**config.mk**
```make
export PLATFORM = sky130hd
export DESIGN_NAME = huff_tables
export DESIGN_NICKNAME = d
export VERILOG_FILES = /design/src/huff_pkg.sv /design/src/huff_dc_table.sv /design/src/huff_ac_table.sv /design/src/huff_lane_select.sv /design/src/huff_tables.sv
export VERILOG_INCLUDE_DIRS = /design/src
export SDC_FILE = /design/constraint.sdc
export NUM_CORES = 1
export LEC_CHECK = 0
export ABC_AREA = 1
export BUFFER_PORTS_ARGS = -buffer_cell sky130_fd_sc_hd__buf_2
export CELL_PAD_IN_SITES_DETAIL_PLACEMENT = 1
export CELL_PAD_IN_SITES_GLOBAL_PLACEMENT = 1
export CORE_ASPECT_RATIO = 1.2
export CORE_MARGIN = 2
export CORE_UTILIZATION = 43
export DETAILED_ROUTE_END_ITERATION = 10
export PLACE_DENSITY_LB_ADDON = 0.1
export SKIP_CTS_REPAIR_TIMING = 1
export SLEW_MARGIN = 30
export SYNTH_ARGS = -nofsm -noshare
export SYNTH_HDL_FRONTEND = slang
export SYNTH_HIERARCHICAL = 1
export SYNTH_SLANG_ARGS = --single-unit
```
**constraint.sdc**
```tcl
create_clock -name clk -period 1.2 [get_ports clk]
set_clock_uncertainty 0.2 [all_clocks]
set_input_delay 0.12 -clock clk [delete_from_list [all_inputs] [get_ports clk]]
set_output_delay 0.12 -clock clk [all_outputs]
set_load 0.05 [all_outputs]
```
**src/huff_defs.svh**
```systemverilog
`ifndef HUFF_DEFS_SVH
`define HUFF_DEFS_SVH

// lanes looked up side by side each cycle
`define HUFF_LANES 2

// run and size fields
`define HUFF_SIZE_W 4

// code length, 0 means no code
`define HUFF_LEN_W 5

// code word, MSB-aligned
`define HUFF_CODE_W 16

// DC categories 0..11, anything above is outside the table
`define HUFF_DC_MAX 11
`define HUFF_DC_CATS (`HUFF_DC_MAX + 1)

// AC key is {chroma, size, run}
`define HUFF_AC_KEY_W (1 + 2 * `HUFF_SIZE_W)

`endif

```
**src/huff_pkg.sv**
```systemverilog
package huff_pkg;

`include "huff_defs.svh"

typedef logic [`HUFF_SIZE_W-1:0] nibble_t;   // run or size
typedef logic [`HUFF_LEN_W-1:0]  code_len_t;
typedef logic [`HUFF_CODE_W-1:0] code_word_t; // zeros below the code

// one table result, 21 bits
typedef struct packed {
    code_len_t  len;
    code_word_t code;
} huff_entry_t;

// per-lane arrays
typedef nibble_t     nibble_lanes_t [`HUFF_LANES];
typedef code_len_t   len_lanes_t    [`HUFF_LANES];
typedef code_word_t  code_lanes_t   [`HUFF_LANES];
typedef huff_entry_t entry_lanes_t  [`HUFF_LANES];
typedef logic        flag_lanes_t   [`HUFF_LANES];

endpackage

```
**src/huff_dc_table.sv**
```systemverilog
`timescale 1ns/1ps
`include "huff_defs.svh"

module huff_dc_table (
    input  huff_pkg::nibble_lanes_t size,
    input  logic                    chroma,
    output huff_pkg::entry_lanes_t  entry
);

    // luma DC codes, indexed by category
    localparam huff_pkg::huff_entry_t DC_Y [`HUFF_DC_CATS] = '{
        {5'd2, 16'b00_00000000000000},
        {5'd3, 16'b010_0000000000000},
        {5'd3, 16'b011_0000000000000},
        {5'd3, 16'b100_0000000000000},
        {5'd3, 16'b101_0000000000000},
        {5'd3, 16'b110_0000000000000},
        {5'd4, 16'b1110_000000000000},
        {5'd5, 16'b11110_00000000000},
        {5'd6, 16'b111110_0000000000},
        {5'd7, 16'b1111110_000000000},
        {5'd8, 16'b11111110_00000000},
        {5'd9, 16'b111111110_0000000}
    };

    // chroma DC codes
    localparam huff_pkg::huff_entry_t DC_C [`HUFF_DC_CATS] = '{
        {5'd2,  16'b00_00000000000000},
        {5'd2,  16'b01_00000000000000},
        {5'd2,  16'b10_00000000000000},
        {5'd3,  16'b110_0000000000000},
        {5'd4,  16'b1110_000000000000},
        {5'd5,  16'b11110_00000000000},
        {5'd6,  16'b111110_0000000000},
        {5'd7,  16'b1111110_000000000},
        {5'd8,  16'b11111110_00000000},
        {5'd9,  16'b111111110_0000000},
        {5'd10, 16'b1111111110_000000},
        {5'd11, 16'b11111111110_00000}  // longest DC code
    };

    always_comb begin
        for (int i = 0; i < `HUFF_LANES; i++) begin
            if (size[i] > `HUFF_DC_MAX) begin
                entry[i] = '0; // no such category
            end else if (chroma) begin
                entry[i] = DC_C[size[i]];
            end else begin
                entry[i] = DC_Y[size[i]];
            end
        end
    end

endmodule

```
**src/huff_ac_table.sv**
```systemverilog
`timescale 1ns/1ps
`include "huff_defs.svh"

module huff_ac_table (
    input  huff_pkg::nibble_lanes_t run,
    input  huff_pkg::nibble_lanes_t size,
    input  logic                    chroma,
    output huff_pkg::entry_lanes_t  entry,
    output huff_pkg::flag_lanes_t   ac_miss
);

    // key is {chroma, size, run}, only the short codes are kept
    function automatic huff_pkg::huff_entry_t ac_lookup(
        input logic [`HUFF_AC_KEY_W-1:0] key
    );
        huff_pkg::huff_entry_t e;
        case (key)
            // luma
            9'h010: e = {5'd2, 16'b00_00000000000000};
            9'h020: e = {5'd2, 16'b01_00000000000000};
            9'h030: e = {5'd3, 16'b100_0000000000000};
            9'h000: e = {5'd4, 16'b1010_000000000000}; // EOB
            9'h040: e = {5'd4, 16'b1011_000000000000};
            9'h011: e = {5'd4, 16'b1100_000000000000};
            9'h050: e = {5'd5, 16'b11010_00000000000};
            9'h021: e = {5'd5, 16'b11011_00000000000};
            9'h012: e = {5'd5, 16'b11100_00000000000};
            9'h013: e = {5'd6, 16'b111010_0000000000};
            9'h014: e = {5'd6, 16'b111011_0000000000};
            9'h060: e = {5'd7, 16'b1111000_000000000};
            9'h031: e = {5'd7, 16'b1111001_000000000};
            9'h015: e = {5'd7, 16'b1111010_000000000};
            9'h016: e = {5'd7, 16'b1111011_000000000};
            9'h070: e = {5'd8, 16'b11111000_00000000};
            9'h022: e = {5'd8, 16'b11111001_00000000};
            9'h017: e = {5'd8, 16'b11111010_00000000};
            // chroma
            9'h100: e = {5'd2, 16'b00_00000000000000}; // EOB
            9'h110: e = {5'd2, 16'b01_00000000000000};
            9'h120: e = {5'd3, 16'b100_0000000000000};
            9'h130: e = {5'd4, 16'b1010_000000000000};
            9'h111: e = {5'd4, 16'b1011_000000000000};
            9'h140: e = {5'd5, 16'b11000_00000000000};
            9'h150: e = {5'd5, 16'b11001_00000000000};
            9'h112: e = {5'd5, 16'b11010_00000000000};
            9'h113: e = {5'd5, 16'b11011_00000000000};
            9'h160: e = {5'd6, 16'b111000_0000000000};
            9'h121: e = {5'd6, 16'b111001_0000000000};
            9'h114: e = {5'd6, 16'b111010_0000000000};
            9'h115: e = {5'd6, 16'b111011_0000000000};
            9'h170: e = {5'd7, 16'b1111000_000000000};
            9'h116: e = {5'd7, 16'b1111001_000000000};
            9'h117: e = {5'd7, 16'b1111010_000000000};
            9'h131: e = {5'd8, 16'b11110110_00000000};
            9'h122: e = {5'd8, 16'b11110111_00000000};
            9'h123: e = {5'd8, 16'b11111000_00000000};
            9'h118: e = {5'd8, 16'b11111001_00000000};
            // ZRL, 10 bits but kept for chroma
            9'h10f: e = {5'd10, 16'b1111111010_000000};
            default: e = '0;
        endcase
        return e;
    endfunction

    always_comb begin
        for (int i = 0; i < `HUFF_LANES; i++) begin
            entry[i]   = ac_lookup({chroma, size[i], run[i]});
            ac_miss[i] = (entry[i].len == '0); // every kept code is non-empty
        end
    end

endmodule

```
**src/huff_lane_select.sv**
```systemverilog
`timescale 1ns/1ps
`include "huff_defs.svh"

module huff_lane_select (
    input  logic                   clk,
    input  logic                   arst_n,
    input  logic                   re,
    input  huff_pkg::flag_lanes_t  ac,
    input  huff_pkg::entry_lanes_t dc_entry,
    input  huff_pkg::entry_lanes_t ac_entry,
    input  huff_pkg::flag_lanes_t  ac_miss,
    output huff_pkg::len_lanes_t   len,
    output huff_pkg::code_lanes_t  code
);

    huff_pkg::entry_lanes_t sel;

    // pick the table per lane
    always_comb begin
        for (int i = 0; i < `HUFF_LANES; i++) begin
            if (!ac[i]) begin
                sel[i] = dc_entry[i];
            end else if (ac_miss[i]) begin
                sel[i] = '0; // key not in the short table
            end else begin
                sel[i] = ac_entry[i];
            end
        end
    end

    // one cycle of latency, hold while re is low
    always_ff @(posedge clk or negedge arst_n) begin
        if (!arst_n) begin
            for (int i = 0; i < `HUFF_LANES; i++) begin
                len[i]  <= '0;
                code[i] <= '0;
            end
        end else if (re) begin
            for (int i = 0; i < `HUFF_LANES; i++) begin
                len[i]  <= sel[i].len;
                code[i] <= sel[i].code;
            end
        end
    end

endmodule

```
**src/huff_tables.sv**
```systemverilog
`timescale 1ns/1ps

module huff_tables (
    input  logic                    clk,
    input  logic                    arst_n,
    input  huff_pkg::nibble_lanes_t rl,
    input  huff_pkg::nibble_lanes_t coeff_length,
    input  logic                    re,
    input  logic                    chroma,
    input  huff_pkg::flag_lanes_t   ac,
    output huff_pkg::len_lanes_t    len,
    output huff_pkg::code_lanes_t   code
);

    huff_pkg::entry_lanes_t dc_entry;
    huff_pkg::entry_lanes_t ac_entry;
    huff_pkg::flag_lanes_t  ac_miss;

    // DC uses the size category only
    huff_dc_table u_dc (
        .size   (coeff_length),
        .chroma (chroma),
        .entry  (dc_entry)
    );

    huff_ac_table u_ac (
        .run     (rl),
        .size    (coeff_length),
        .chroma  (chroma),
        .entry   (ac_entry),
        .ac_miss (ac_miss)
    );

    // output registers live here
    huff_lane_select u_sel (
        .clk      (clk),
        .arst_n   (arst_n),
        .re       (re),
        .ac       (ac),
        .dc_entry (dc_entry),
        .ac_entry (ac_entry),
        .ac_miss  (ac_miss),
        .len      (len),
        .code     (code)
    );

endmodule

```
==> metrics.yaml, run 1 <==
status: "stopped before the end"
stop_stage: "5_1_grt"
firstError: "[ERROR DPL-0033] detailed placement checks failed during check placement."
gp_congestion: 0.937
dp_hpwl_um: 13400
dpl-instance-area_mm2: 0.00586
netlist_top_cells_count: "384 x nand2_1, 107 x nand3_1, 88 x nor2_1"
ys_async_sr_fraction: 1.00
synth.area.mux_share: 0
synthCells: 845
synth-main-ff-cell: "dfrtp_1"
synth-edff-count: 0
cts-buffers-inserted: 5
syn_avg_cell_area_um2: 5.57
dpl.cell_count: 1126
synth_top_family_by_area: "simple AND/OR/NAND/NOR gates"
syn_area_mm2: 0.00471
synthTopCellsByArea: "nand2_1 31%, dfrtp_1 22%, nand3_1 11%"
yosysTopAreaCellShare: 0.306
yosysUniqueCellTypes: 30
yosysMostFrequentCell: "nand2_1"
initial_utilization: 0.445
yosys_warnings: 6
yosys.area.top_type: "nand2_1"
antenna_found_initial: 0
rows: 41
synth-compound-area-share: 0.0388
port_buffers: 63
seq_area_frac_synth: 0.223
htree_levels: 2
worstEndpointType: "register data pin"
clk_path_buf_depth: 2
pin_count: 64
die_x_um: 99.5
crit_endpoint: "u_sel/len[8]$_DFFE_PN0P_/D"
yosys.area_share.simple: 0.556
root_buffer: "clkbuf_16"
grt_max_degree: 43
synth_fa_ha_area_frac: 0.0319
synth_xor_area_frac: 0
ys_ff_latch: 42
cts_sinks: 42
die_h_um: 119
[cell families after synthesis]
logic type / after synthesis
adders and majority gates: 12
AOI/OAI and AO/OA: 33
buffers and inverters: 127
other: 2
and+or+nand+nor: 629
DFF: 42
[stage by stage]
step           TNS, ps  setup WS (ps)
3_5_place_dp    -25330          -1140
2_1_floorplan   -13040           -527
3_3_place_gp    -22320           -925
4_1_cts         -18770           -850
==> run 2: changes to the inputs <==
- CELL_PAD_IN_SITES_DETAIL_PLACEMENT: 1 -> not set
- CELL_PAD_IN_SITES_GLOBAL_PLACEMENT: 1 -> not set
- CORE_ASPECT_RATIO: 1.2 -> not set
- CORE_UTILIZATION: 43 -> 40
- PLACE_DENSITY_LB_ADDON: 0.1 -> 0.15
==> metrics.yaml, run 2 <==
drt-wirelength-per-cell_um: 12.5
clk_pin_slew_ps: 60
die_h_um: 112  # -5.2%
seq_area_frac_synth: 0.223  # unchanged
grt-ovfl-total: 0
final_common_cell: "nand2_1"
gp_congestion: 0.921  # -1.7%
fin_crit_ps: 1740
endpoint_kind: "flop"
start_kind: "input port"
grt_pass1_wl_um: 23300
cts_tree: "done"
largest_reg_flops: 32
diodes: 0
die_x_um: 112  # +13%
multi_input_area_mm2: 0.00357
ys_async_sr_fraction: 1.00  # unchanged
critPathKind: "in2reg"
synthCells: 845  # unchanged
synthTopCellsByArea: "nand2_1 31%, dfrtp_1 22%, nand3_1 11%"
via_per_inst: 4.80
port_buffers: 63  # unchanged
maxCapViolations: 0
fin_cells: 1171
cts_sinks: 42  # unchanged
ys_ff_latch: 42  # unchanged
nNetsFinal: 1061
yosys_warnings: 6  # unchanged
violations: "negative setup slack"
htree_levels: 2  # unchanged
max_freq_mhz: 576
dp_hpwl_um: 10800  # -20%
register_area_mm2: 0.00105
hold_slack_ps: 40.8
yosys.area.top_type: "nand2_1"
root_buffer: "clkbuf_16"
area_growth_pct: 51.8
drc_errors: 0
initial_utilization: 0.410  # -0.0349
dpl-instance-area_mm2: 0.00596  # +1.8%
core-area_mm2: 0.0115
groute.usage.overall: 0.217
finalCritPeriodShare: 1.45
synth-edff-count: 0  # unchanged
dieArea_mm2: 0.0126
ir_drop_mv: 1.05
worst_ep_required_time_ps: 1220
pin_count: 64  # unchanged
drive_above_1_share: 0.358
leakage_uw: 0.00404
netlist_top_cells_count: "384 x nand2_1, 107 x nand3_1, 88 x nor2_1"
layout_common_cells: "349 x nand2_1, 148 x buf_4, 71 x nand3_1"
dpl.cell_count: 1147  # +1.9%
holdCritPathClass: "in2async"
dr.pass1.iters: 5
regMostFlops: "u_sel/code"
reg_top3: "u_sel/code x32, u_sel/len x10"
clk_latency_ps: 280
yosysMostFrequentCell: "nand2_1"
wl_met3_um: 506
antenna_found_initial: 0
yosysUniqueCellTypes: 30  # unchanged
final-setup-viol-count: 26
route.met2.wl_um: 7310
hold_violations: 0
wirelength_um: 14600
clk_path_buf_depth: 2  # unchanged
status: "complete, but fails checks"
num_vias: 5625
grt_max_degree: 43
maxSlewViolCount: 0
power_density_mw_per_mm2: 792
rows: 39  # -4.9%
fillers: 1075
syn_area_mm2: 0.00471  # unchanged
postRouteAntennaNets: 0
wl_met1_um: 6590
fin_area_mm2: 0.00714
grt_pass1_vias: 5033
drt_iter0_drc: 264
yosysTopAreaCellShare: 0.306  # unchanged
synth-main-ff-cell: "dfrtp_1"
syn_avg_cell_area_um2: 5.57  # unchanged
top_layer_used: "met4"
rsz0062_at_grt: "yes"
arrival_ps: 1760
cts-buffers-inserted: 5  # unchanged
cp_max_fo: 8
setup_slack_ps: -536
run 2: cell counts after synthesis:
No cell type changed its count.
run 2: area by class of cell:
type,instances,share of cell area
Clock buffer,5,0.0175
Tap cell,143,0.0250
Inverter,61,0.0345
Multi-Input combinational cell,705,0.500
Timing Repair Buffer,212,0.270
Sequential cell,42,0.147
Clock inverter,3,0.00561
run 2: worst paths after layout:
check | start | to | slack, ps | cells after the start
setup / recovery | coeff_length[6] | u_sel/code[27] | -540 | 16
hold / removal | arst_n | u_sel/code[20] | 40 | 2
setup reg to reg | u_sel/code[14] | u_sel/code[14] | 360 | 2
hold reg to reg | u_sel/code[21] | u_sel/code[21] | 280 | 2
max in group asynchronous | arst_n | u_sel/code[11] | 300 | 3
min in group clk | ac[0] | u_sel/code[14] | 70 | 5
run 2: kinds of logic after synthesis:
kind of cell,count (synthesis),synth area share
buffers and inverters,127,0.149
DFF,42,0.223
and+or+nand+nor,629,0.556
AOI/OAI and AO/OA,33,0.0388
other,2,0.00160
adders and majority gates,12,0.0319
run 2: worst max-delay path, cell delays in order:
cell and delay, ps:
buf_2 130, nor2_4 270, buf_6 150, nand3_2 120, nor2_4 150, nor2_2 60, nand2_1 70, nor2_1 40
nand3_1 80, nor2_1 60, inv_2 100, clkbuf_16 160, nand3_2 50, nand2_1 80, nand2_1 50, nand2_1 50
run 2: stage by stage:
step / total power, µW / TNS (ps) / setup slack [ps] / utilization
floorplan: 3100 / -13040 / -527 / -
global placement: 3710 / -21260 / -840 / 0.520
detailed placement: 3710 / -21330 / -832 / 0.520
CTS: 5260 / -14150 / -544 / 0.534
global route: 6000 / -15040 / -645 / 0.623
finish: 5660 / -12140 / -536 / 0.623
run 2: routing by layer:
| layer | up-vias | track usage |
|---|---|---|
| li1 | 2970 | - |
| met1 | 2520 | 0.284 |
| met2 | 119 | 0.388 |
| met3 | 16 | 0.0292 |
| met4 | 0 | 0.0358 |
| met5 | - | 0 |
run 2: where the power goes:
part	switching, µW	internal [µW]
Sequential	98.5	1560
Combinational	1530	943
Clock	545	974
Total	2180	3480
(Power assumes the default switching activity.)
